<file path="src/hw/vreg_pkg.sv">
`default_nettype none

package vreg_pkg;

    // vram geometry
    localparam int VRAM_AW = 10;                    // 1024 words
    localparam int REG_W   = 16;                    // register and vram word width

    // host bus pin levels
    localparam logic CS_ENABLED = 1'b0;             // cs_n low selects the block
    localparam logic RNW_READ   = 1'b1;             // rd_nwr high is a read

    // host register numbers
    localparam logic [3:0] REG_VRAM_ADDR  = 4'h0;   // vram access address
    localparam logic [3:0] REG_VRAM_DATA  = 4'h1;   // vram data port, auto increment
    localparam logic [3:0] REG_VRAM_INCR  = 4'h2;   // added to address per data access
    localparam logic [3:0] REG_FILL_COUNT = 4'h3;   // write starts fill, read gives remaining
    localparam logic [3:0] REG_FILL_ADDR  = 4'h4;   // fill start address
    localparam logic [3:0] REG_FILL_DATA  = 4'h5;   // fill word

endpackage

`default_nettype wire

</file>
<file path="src/hw/bus_interface.sv">
`default_nettype none
`timescale 1ns/1ps

module bus_interface import vreg_pkg::*; (
    input  logic             clk,
    input  logic             reset_i,
    input  logic             bus_cs_n_i,        // register select, active low
    input  logic             bus_rd_nwr_i,      // read when high
    input  logic [3:0]       bus_reg_num_i,     // register number
    input  logic             bus_bytesel_i,     // 0 even (high half), 1 odd (low half)
    input  logic [7:0]       bus_data_i,
    output logic [7:0]       bus_data_o,
    output logic             write_strobe_o,    // pulse on odd byte of a write
    output logic             read_strobe_o,     // pulse on odd byte of a read
    output logic [3:0]       reg_num_o,         // register number with the strobes
    output logic [3:0]       sync_reg_num_o,    // selects the read word in vram_regs
    output logic [REG_W-1:0] reg_data_o,        // assembled write word
    input  logic [REG_W-1:0] reg_data_i         // read word for sync_reg_num_o
);

    // synchronizers shift right, msb takes the pin, bit 0 is the synced value
    logic [2:0]      sel_r;                     // extra bit keeps previous select
    logic [1:0]      read_r;
    logic [1:0]      bytesel_r;
    logic [1:0][3:0] reg_num_r;
    logic [1:0][7:0] data_r;

    logic            sel_rise;                  // first cycle of a synced select
    logic            rd;
    logic            bytesel;
    logic [3:0]      reg_num;
    logic [7:0]      data;
    logic            even_wr;                   // even byte of a write seen

    logic [3:0]      even_reg;                  // register that owns the buffered byte
    logic [7:0]      even_data;                 // buffered even byte

    assign sel_rise       = (sel_r[1:0] == 2'b10);
    assign rd             = read_r[0];
    assign bytesel        = bytesel_r[0];
    assign reg_num        = reg_num_r[0];
    assign data           = data_r[0];
    assign even_wr        = sel_rise && !rd && !bytesel;
    assign sync_reg_num_o = reg_num;

    // high half on even byte, low half on odd byte
    assign bus_data_o = bytesel ? reg_data_i[7:0] : reg_data_i[15:8];

    always_ff @(posedge clk) begin
        read_r     <= {(bus_rd_nwr_i == RNW_READ), read_r[1]};
        bytesel_r  <= {bus_bytesel_i, bytesel_r[1]};
        reg_num_r  <= {bus_reg_num_i, reg_num_r[1]};
        data_r     <= {bus_data_i, data_r[1]};
        // high half only when the even byte went to the same register
        reg_data_o <= (reg_num == even_reg) ? {even_data, data} : {8'h00, data};
    end

    always_ff @(posedge clk) begin
        if (reset_i) begin
            sel_r          <= 3'b000;
            write_strobe_o <= 1'b0;
            read_strobe_o  <= 1'b0;
            reg_num_o      <= 4'h0;
            even_reg       <= 4'h0;
            even_data      <= 8'h00;
        end else begin
            sel_r          <= {(bus_cs_n_i == CS_ENABLED), sel_r[2:1]};
            reg_num_o      <= reg_num;
            write_strobe_o <= sel_rise && !rd && bytesel;   // word complete
            read_strobe_o  <= sel_rise && rd && bytesel;    // once per word read
            if (even_wr) begin
                even_reg  <= reg_num;           // remember owner of even byte
                even_data <= data;
            end
        end
    end

    // host keeps register, direction and byte select steady while selected
    a_pins_steady: assert property (@(posedge clk) disable iff (reset_i)
        (sel_r[1] && sel_r[0]) |-> ($stable(reg_num) && $stable(rd) && $stable(bytesel)))
        else $error("bus pins changed while selected");

endmodule

`default_nettype wire

</file>
<file path="config.mk">
export PLATFORM = sky130hd
export DESIGN_NAME = bus_interface
export DESIGN_NICKNAME = d
export VERILOG_FILES = /design/src/hw/vreg_pkg.sv /design/src/hw/bus_interface.sv
export SDC_FILE = /design/constraint.sdc
export NUM_CORES = 1
export LEC_CHECK = 0
export BUFFER_PORTS_ARGS = -buffer_cell sky130_fd_sc_hd__buf_2
export CELL_PAD_IN_SITES_DETAIL_PLACEMENT = 0
export CELL_PAD_IN_SITES_GLOBAL_PLACEMENT = 1
export CORE_ASPECT_RATIO = 1.4
export CORE_MARGIN = 3
export CORE_UTILIZATION = 39
export DETAILED_ROUTE_END_ITERATION = 7
export GPL_ROUTABILITY_DRIVEN = 0
export PLACE_DENSITY = 0.85
export SYNTH_ARGS = -nofsm -noshare
export SYNTH_HDL_FRONTEND = slang
export SYNTH_SLANG_ARGS = --single-unit
export TNS_END_PERCENT = 50
</file>
<file path="constraint.sdc">
create_clock -name clk -period 2.6 [get_ports clk]
set_input_delay 0.52 -clock clk [delete_from_list [all_inputs] [get_ports clk]]
set_output_delay 0.52 -clock clk [all_outputs]
set_load 0.02 [all_outputs]
</file>
# Yosys cells after proc, flatten, opt, wreduce, memory -nomap -nowiden
# Index checks and enable logic that the tools add are counted.
# classes
n_eq_ne	2
n_mux	1
n_bitwise	1
reduce_logical	7
# op_table
cell	count
$mux W8	1
$logic_and A1 B1 Y1	5
$eq A4 B4 Y1	1
$eq A2 B2 Y1 const B	1
$logic_not A1 Y1	2
$not A1 Y1	1
# totals
register_bits	65
wordCells	25

# Logic depth before layout (Yosys ltp)
# Gate-level depths: netlist of the first run.
# depth
word_depth	3
mapped_depth	4

# Worst setup path after synthesis of the first run
# No wires, ideal clock.
# synth_path
kind	flip-flop to output port
from	register bytesel_r[0]
to	output bus_data_o[0]
setup_slack_ns	1.142
required_ns	2.080
stages_incl_launch_ff	3
arrival_time_ns	0.938
cell_sequence	dfxtp_1 > buf_2 > mux2_2
# synth_via
elab_chain_cells	1
# synth_lines
element	line_no	source
from (decl)	bus_interface.sv:24	logic [1:0] bytesel_r;
from (signal assigned)	bus_interface.sv:51	bytesel_r <= {bus_bytesel_i, bytesel_r[1]};
$mux W8	bus_interface.sv:47	assign bus_data_o = bytesel ? reg_data_i[7:0] : reg_data_i[15:8];
to (decl)	bus_interface.sv:12	output logic [7:0] bus_data_o,
# No other way between the ends.

# Worst setup path after layout of the first run
# layout_path
from	register bytesel_r[0]
to	output bus_data_o[2]
# The elaborated chain is that of the path after synthesis.

==> results of run 1 <==
-- cells in the mapped netlist --
cell / instances
xor2_1: 4
buf_6: 1
nor2b_1: 6
clkbuf_1: 1
nor2_1: 1
nor4bb_1: 1
or4b_4: 1
buf_4: 4
nor4_4: 1
nand2_1: 24
and4b_1: 1
dfxtp_1: 65
buf_1: 1
mux2_2: 8
a21oi_1: 12
buf_2: 2
nor4b_2: 1
and2_1: 8
-- cells in the final DEF, fill, tap and decap left out --
cell type / count
a21oi_1: 12
and2_1: 8
and4b_1: 1
buf_2: 66
buf_4: 1
clkbuf_8: 10
clkinv_2: 1
clkinv_4: 1
clkinvlp_4: 4
dfxtp_1: 65
mux2_2: 8
nand2_1: 24
nor2_1: 1
nor2b_1: 6
nor4_4: 1
nor4b_2: 1
nor4bb_1: 1
or4b_4: 1
xor2_1: 4
-- logic make-up after synthesis --
logic type / count (synthesis) / synth area share (%)
compound gates: 12 / 3.34
simple gates: 44 / 14.0
buf+inv: 9 / 3.27
xor+xnor: 4 / 1.95
mux: 8 / 5.01
flops: 65 / 72.4
-- power breakdown --
group	internal, mW	switching [mW]	leakage (nW)
Sequential	1.03	0.0167	0.539
Combinational	0.0486	0.0584	0.421
Clock	0.370	0.364	0.0805
-- through the flow --
stage	instances	worst slack [ps]	hold slack, ps
6_report	276	616	286
5_1_grt	276	514	253
4_1_cts	276	580	261
3_5_place_dp	260	949	312
3_3_place_gp	260	982	310
2_1_floorplan	142	1140	310
-- worst max-delay path: cells and delay by family (launching register included) --
kind / cells / cell delay (ps)
flip-flops: 1 / 600
multiplexers: 1 / 380
buffers and inverters: 1 / 160
-- cell type report --
| type | instances | area [um2] | share of cell area (%) |
|---|---|---|---|
| clock inverters | 6 | 43.8 | 1.88 |
| flip-flops and latches | 65 | 1300 | 55.8 |
| repair buffers | 67 | 338 | 14.5 |
| clock buffers | 10 | 138 | 5.90 |
| well taps | 60 | 75.1 | 3.22 |
| multi-input cells | 68 | 437 | 18.7 |
-- layer usage --
metal  global-route usage (%)  share of wire (%)  vias up
met5                        0                  0        -
met4                     8.25                1.6        0
met3                     6.36                5.3        5
met2                     18.6                 53       28
met1                     13.1                 40      509
li1                         -                  -      592
-- final timing paths --
path	startpoint	endpoint	depth (start not counted)
setup / recovery	bytesel_r[0]	bus_data_o[2]	2
hold / removal	bus_data_i[2]	data_r[10]	1
setup reg to reg	bytesel_r[0]	even_reg[3]	3
hold reg to reg	reg_num_r[5]	sync_reg_num_o[1]	0
==> impl_metrics.json, run 1 <==
{
  "dp_hpwl_um": 2170,
  "crit_required_ps": 2080,
  "placed_cell_area_mm2": 0.00215,
  "chipHeight_um": 86.3,
  "timing.critical_path.arrival_ps": 1460,
  "cts.sinks": 65,
  "total_power_mw": 1.89,
  "tightest_slew_ps": 448,
  "die_x_um": 63.4,
  "worstSetupEndpointType": "output port",
  "post-route-drc-count": 0,
  "core_area_mm2": 0.00434,
  "cts_made_buffers": 9,
  "io_pins": 67,
  "path_max_fanout": 12,
  "vias": 1134,
  "syn-num-nets": 175,
  "synth_top_area_share_pct": 72.4,
  "ctsLongestPathBuffers": 2,
  "cap_violations": 0,
  "power.leakage_nw": 1.04,
  "setup_viol": 0,
  "final_nets": 244,
  "grt_pass1_wl_um": 4940,
  "drt-vias-per-instance": 4.11,
  "path_cells": "mux2_2, buf_2",
  "drt_pre_antenna_iters": 4,
  "drtAntennaViolNets": 0,
  "yosys_warnings": 0,
  "synth.area.top_cells": "dfxtp_1 (72%), mux2_2 (5.0%), nand2_1 (5.0%)",
  "yosys.area.top_type": "dfxtp_1",
  "postSynthAreaPerCell_um2": 12.7,
  "postSynthCellCount": 142,
  "rows": 28,
  "io_buffers": 66,
  "design_area_mm2": 0.00233,
  "antenna_found_initial": 0,
  "drive_gt1_share_pct": 43.5,
  "start_util_pct": 41.4,
  "rsz0062_at_grt": "no",
  "wirelength_um": 2990,
  "hp-class": "in2reg",
  "p_per_area_mw_per_mm2": 811,
  "synth_seq_area_share_pct": 72.4,
  "clkSlewWorstSetupHoldPaths_ps": 70,
  "peakVddDrop_uv": 433,
  "period_needed_ps": 1980,
  "fillCellCount": 417,
  "max_slew_margin_pct": 70.1,
  "r2r_setup_slack_ps": 1170,
  "cts_root_buffer": "clkbuf_8",
  "cts.htree.levels": 3,
  "tns_ps": 0,
  "post_cts_buffers": 0,
  "syn_to_final_growth_pct": 29.8,
  "syn-cell-area_mm2": 0.00180,
  "cts.repair.resized": 0,
  "drtIter0Drc": 25,
  "worst_setup_path_start_kind": "register",
  "grt_max_degree": 20,
  "grt_pass1_vias": 1100,
  "antenna_cells": 0,
  "timing.fmax_mhz": 504,
  "utilization_pct": 53.7,
  "maxSlewViolCount": 0,
  "cts_tree": "yes",
  "overflow": 0,
  "top_register": "reg_data_o",
  "wl_per_cell_um": 10.8,
  "dieArea_mm2": 0.00547,
  "cpPeakStageDelay_ps": 600,
  "ys_ff_latch": 65,
  "path_class": "reg2out",
  "grt_use_total_pct": 12.2,
  "cts_hold_buf": 0,
  "clk_latency_ps": 330,
  "finalHoldViolations": 0,
  "fin_skew_ps": 7.44,
  "synth.distinct_cells": 18,
  "fin_crit_sh_pct": 76.3,
  "critPathSlowestCell": "dfxtp_1",
  "largest_reg_flops": 16,
  "outcome": "complete, no violations"
}
Note: power is estimated with default switching activity, not from simulation.
==> run 2, diff against run 1 <==
Settings changed: ABC_AREA from default to 1, CORE_UTILIZATION 39 to 32, PLACE_DENSITY 0.85 to 0.78.
Clock period 2.6 ns to 1.8 ns, I/O delays scaled along.
==> impl_metrics.json, run 2 <==
{
  "clk_latency_ps": 330,
  "cts_hold_buf": 0,
  "synthAdderAreaFrac_pct": 0,
  "wirelength_um": 3350,
  "cpPeakStageDelay_ps": 310,
  "timing.fmax_mhz": 667,
  "die_x_um": 72.0,
  "dieArea_mm2": 0.00709,
  "synth.distinct_cells": 13,
  "chipHeight_um": 98.4,
  "yosys.area.top_type": "dfxtp_1",
  "cts.sinks": 65,
  "ys_ff_latch": 65,
  "tightest_slew_ps": 335,
  "whs_ps": 127,
  "final_nets": 315,
  "power.leakage_nw": 1.25,
  "postSynthAreaPerCell_um2": 9.08,
  "clkSlewWorstSetupHoldPaths_ps": 60,
  "cts_root_buffer": "clkbuf_8",
  "synth-xor-area-share_pct": 0,
  "drtIter0Drc": 47,
  "grt_use_total_pct": 11.3,
  "synth_top_family_by_area": "simple AND/OR/NAND/NOR gates",
  "core_area_mm2": 0.00590,
  "dpl_worst_slack_ps": 628,
  "grt_pass1_vias": 1418,
  "fin_skew_ps": 5.32,
  "layout_commonest_cell": "buf_2",
  "io_pins": 67,
  "drtAntennaViolNets": 0,
  "synth-simple-area-share_pct": 23.5,
  "cap_violations": 0,
  "post-route-drc-count": 0,
  "path_max_fanout": 9,
  "synth.area.top_cells": "dfxtp_1 (67%), nand2_1 (9.4%), nor2_1 (8.1%)",
  "ctsLongestPathBuffers": 2,
  "post_cts_buffers": 0,
  "p_per_area_mw_per_mm2": 1210,
  "setup_viol": 0,
  "synth_compound_area_share_pct": 0,
  "yosys_warnings": 0,
  "cts_made_buffers": 9,
  "antenna_found_initial": 0,
  "outcome": "complete, no violations",
  "rows": 33,
  "antenna_cells": 0,
  "syn-cell-area_mm2": 0.00195,
  "hp-class": "in2reg",
  "synth_ff_type": "dfxtp_1",
  "cts_tree": "yes",
  "yosys.cell_count.top_type": "dfxtp_1",
  "largest_reg_flops": 16,
  "grt_max_degree": 14,
  "drive_gt1_share_pct": 31.0,
  "multiInputGateArea_um2": 459,
  "top_register": "reg_data_o",
  "setup_ws_ps": 300,
  "wl_per_cell_um": 9.38,
  "dp.cells": 341,
  "postSynthCellCount": 215,
  "path_cells": "inv_1, nand2_1, nand2_1, buf_2",
  "rsz0062_at_grt": "no",
  "max_slew_margin_pct": 77.7,
  "synthMuxAreaShare_pct": 0,
  "period_needed_ps": 1500,
  "peakVddDrop_uv": 383,
  "cp_common_cell": "nand2_1",
  "synth_seq_area_share_pct": 66.7,
  "dp_hpwl_um": 2510,
  "start_util_pct": 33.1,
  "tns_ps": 0,
  "syn_to_final_growth_pct": 29.9,
  "synth_top_area_share_pct": 66.7,
  "worstSetupEndpointType": "output port",
  "drt_pre_antenna_iters": 3,
  "io_buffers": 66,
  "seq_area_mm2": 0.00130,
  "fillCellCount": 598,
  "overflow": 0,
  "cts.htree.levels": 3,
  "finalHoldViolations": 0,
  "grt_pass1_wl_um": 5980,
  "syn-num-nets": 248,
  "crit_required_ps": 1440,
  "synth-edff-count": 0,
  "vias": 1410,
  "cts.repair.resized": 0,
  "critPathSlowestCell": "dfxtp_1",
  "final_cells": 357,
  "drt-vias-per-instance": 3.95,
  "maxSlewViolCount": 0,
  "worst_setup_path_start_kind": "register",
  "fin_crit_sh_pct": 83.3,
  "timing.critical_path.arrival_ps": 1140,
  "synthTopCellsByCount": "dfxtp_1 (65), nand2_1 (49), nor2_1 (42)",
  "path_class": "reg2out",
  "final_cell_mix": "buf_2 (66), dfxtp_1 (65), nand2_1 (49)",
  "async_reset_ff_share_pct": 0
}
run 2: cell types whose count changed in the layout (fill, tap and decap cells not counted), sizes merged, moves of 2 or more:
cell / delta
a21oi: -12
nand2: +25
nor2: +43
and2: -8
inv: +30
nand4: +12
bufinv: +2
clkinvlp: -3
nand3: +2
xor2: -4
mux2: -8
nor2b: -6
run 2: per-layer routing:
layer | global-route usage [%] | share of wire [%] | up-vias
met5 | 0 | 0 | -
met1 | 10.8 | 39 | 586
li1 | - | - | 772
met3 | 5.51 | 7.6 | 4
met2 | 18.7 | 51 | 48
met4 | 7.38 | 2.4 | 0
run 2: cells by family after synthesis:
logic type,count (synthesis)
DFF,65
buffers and inverters,42
and+or+nand+nor,108
run 2: path summary, 6_finish.rpt:
path	from	to	cells past startpoint	slack [ps]
setup / recovery	bytesel_r[0]	bus_data_o[1]	4	300
hold / removal	bus_data_i[0]	data_r[8]	1	130
setup reg to reg	read_r[0]	even_data[1]	5	660
hold reg to reg	data_r[15]	data[7]	0	330
run 2: worst max-delay path: cells and delay by family, from the launching register on:
family / cells / cell delay, ps
AND/OR/NAND/NOR: 2 / 150
flip-flops: 1 / 310
buffers and inverters: 2 / 360
run 2: where the power goes:
group / switching, mW / leakage [nW] / internal [mW]
clock: 0.503 / 0.115 / 0.850
sequential: 0.0206 / 0.539 / 1.50
combinational: 0.119 / 0.596 / 0.0731
total: 0.642 / 1.25 / 2.42
run 2: stage by stage:
stage                     cell area, um2  util, %  total power [mW]
final                               2530     42.9              3.06
after detailed placement            2310     39.1              1.75
after global placement              2310     39.1              1.74
after CTS                           2530     42.9              3.11
after global routing                2530     42.9              3.22
after floorplan                     1950        -              1.67
run 2: layout make-up:
cell class	instances	share of cell area [%]
clock buffers	11	5.97
clock inverters	5	3.06
inverters	30	4.44
multi-input cells	108	18.1
flip-flops and latches	65	51.3
well taps	70	3.46
repair buffers	68	13.6
==> run 3, diff against run 2 <==
Clock period 1.8 ns to 1.3 ns, I/O delays scaled along.
==> impl_metrics.json, run 3 (synthesized netlist as in run 2, its figures left out) <==
{
  "outcome": "finished, violations left",
  "violations": "setup timing",
  "start_util_pct": 33.1,
  "path_max_fanout": 7,
  "swShare_pct": 20.6,
  "final_nets": 319,
  "hold_end": "data_r[12]",
  "cts_made_buffers": 9,
  "drtIter0Drc": 40,
  "fin_skew_ps": 4.32,
  "drtAntennaViolNets": 0,
  "p_per_area_mw_per_mm2": 1650,
  "wl_per_cell_um": 9.49,
  "fillCellCount": 591,
  "rr_endpoint": "even_data[2]",
  "worst_setup_path_start_kind": "register",
  "cts_tree": "yes",
  "rsz0062_at_grt": "yes",
  "seq_area_mm2": 0.00131,
  "setup_viol": 7,
  "tightest_slew_ps": 326,
  "dp_hpwl_um": 2500,
  "clk_latency_ps": 330,
  "rr_worst_depth": 5,
  "p_int_mw": 3.54,
  "period_needed_ps": 1330,
  "grt_max_degree": 14,
  "maxSlewViolCount": 0,
  "seq_power_share_pct": 47.2,
  "clkSlewWorstSetupHoldPaths_ps": 70,
  "wirelength_um": 3430,
  "finalHoldViolations": 0,
  "rows": 33,
  "cts.sinks": 65,
  "power.leakage_nw": 1.30,
  "layout_commonest_cell": "dfxtp_1",
  "setup_ws_ps": -29.3,
  "p_comb_share_pct": 7.2,
  "top_register": "reg_data_o",
  "largest_reg_flops": 16,
  "final_cell_mix": "dfxtp_1 (64), buf_2 (58), nor2_1 (42)",
  "syn_to_final_growth_pct": 38.2,
  "r2r_setup_slack_ps": 280,
  "chipHeight_um": 98.4,
  "utilization_pct": 45.7,
  "max_slew_margin_pct": 78.3,
  "antenna_found_initial": 0,
  "grt_pass1_wl_um": 5920,
  "post_cts_buffers": 0,
  "worstReg2RegStart": "sel_r[1]",
  "antenna_cells": 0,
  "clkPwrFrac_pct": 45.6,
  "drt_pre_antenna_iters": 4,
  "cts.htree.levels": 3,
  "min_from": "bus_data_i[4]",
  "timing.fmax_mhz": 752,
  "drt-vias-per-instance": 4.02,
  "timing.critical_path.arrival_ps": 1070,
  "ctsLongestPathBuffers": 2,
  "vias": 1453,
  "core_area_mm2": 0.00590,
  "cap_violations": 0,
  "path_class": "reg2out",
  "io_buffers": 66,
  "dpl_worst_slack_ps": 180,
  "post-route-drc-count": 0,
  "overflow": 0,
  "total_power_mw": 4.45,
  "cts_root_buffer": "clkbuf_8",
  "grt_use_total_pct": 11.0,
  "crit_required_ps": 1040,
  "p_switching_mw": 0.919,
  "worstSetupEndpointType": "output port",
  "io_pins": 67,
  "dieArea_mm2": 0.00709,
  "whs_path_depth": 1,
  "multiInputGateArea_um2": 504,
  "grt_pass1_vias": 1419,
  "die_x_um": 72.0,
  "fin_crit_sh_pct": 102,
  "peakVddDrop_uv": 760,
  "hp-class": "in2reg",
  "drive_gt1_share_pct": 37.1
}
## run 3: per-layer routing
layer  vias to the layer above  share of wire, %  track usage (%)
li1                        777                 -                -
met1                       619                39             11.1
met2                        48                52             17.8
met3                         9               6.6             3.47
met4                         0               3.0             9.55
met5                         -                 0                0
## run 3: metrics by stage
stage,area [um2],setup TNS [ps],instances,hold WS (ps)
after floorplan,1950,0,215,288
after global placement,2320,0,343,310
after detailed placement,2320,0,343,313
after CTS,2680,-359,359,0.515
after global routing,2700,-639,361,5.21
final,2700,-147,361,27.9
## run 3: worst max-delay path, cell delays in order, from the launching register on
cell	delay, ps
dfxtp_4	380
buf_8	140
nand2_2	50
nand2_2	60
buf_6	110
## run 3: how the worst max path moves through the flow
stage | from | endpoint | cells after the start
6_report | bytesel_r[0] | bus_data_o[5] | 4
5_1_grt | bytesel_r[0] | bus_data_o[1] | 4
4_1_cts | bytesel_r[0] | bus_data_o[1] | 4
3_5_place_dp | bytesel_r[0] | even_data[2] | 5
3_3_place_gp | bytesel_r[0] | even_data[2] | 5
2_1_floorplan | bytesel_r[0] | bus_data_o[0] | 4
## run 3: area by class of cell
class / count / area share [%]
flip-flops and latches: 65 / 48.4
multi-input cells: 108 / 18.7
repair buffers: 72 / 16.4
clock buffers: 11 / 5.24
inverters: 30 / 4.27
clock inverters: 5 / 3.80
well taps: 70 / 3.25
## run 3: what timing repair did
action,in CTS,in global routing
hold endpoints to repair,0,2
hold buffers,0,2
endpoints found under the setup margin,8,8
gates cloned,0,0
pin swaps,9,0
gates resized for setup,40,0
## run 3: power by group through the flow
stage / Clock [mW] / Combinational [mW] / Sequential, mW
floorplan: 0 / 0.147 / 2.17
global placement: 0 / 0.272 / 2.14
detailed placement: 0 / 0.273 / 2.15
CTS: 2.10 / 0.322 / 2.10
global route: 2.18 / 0.358 / 2.11
finish: 2.03 / 0.323 / 2.10
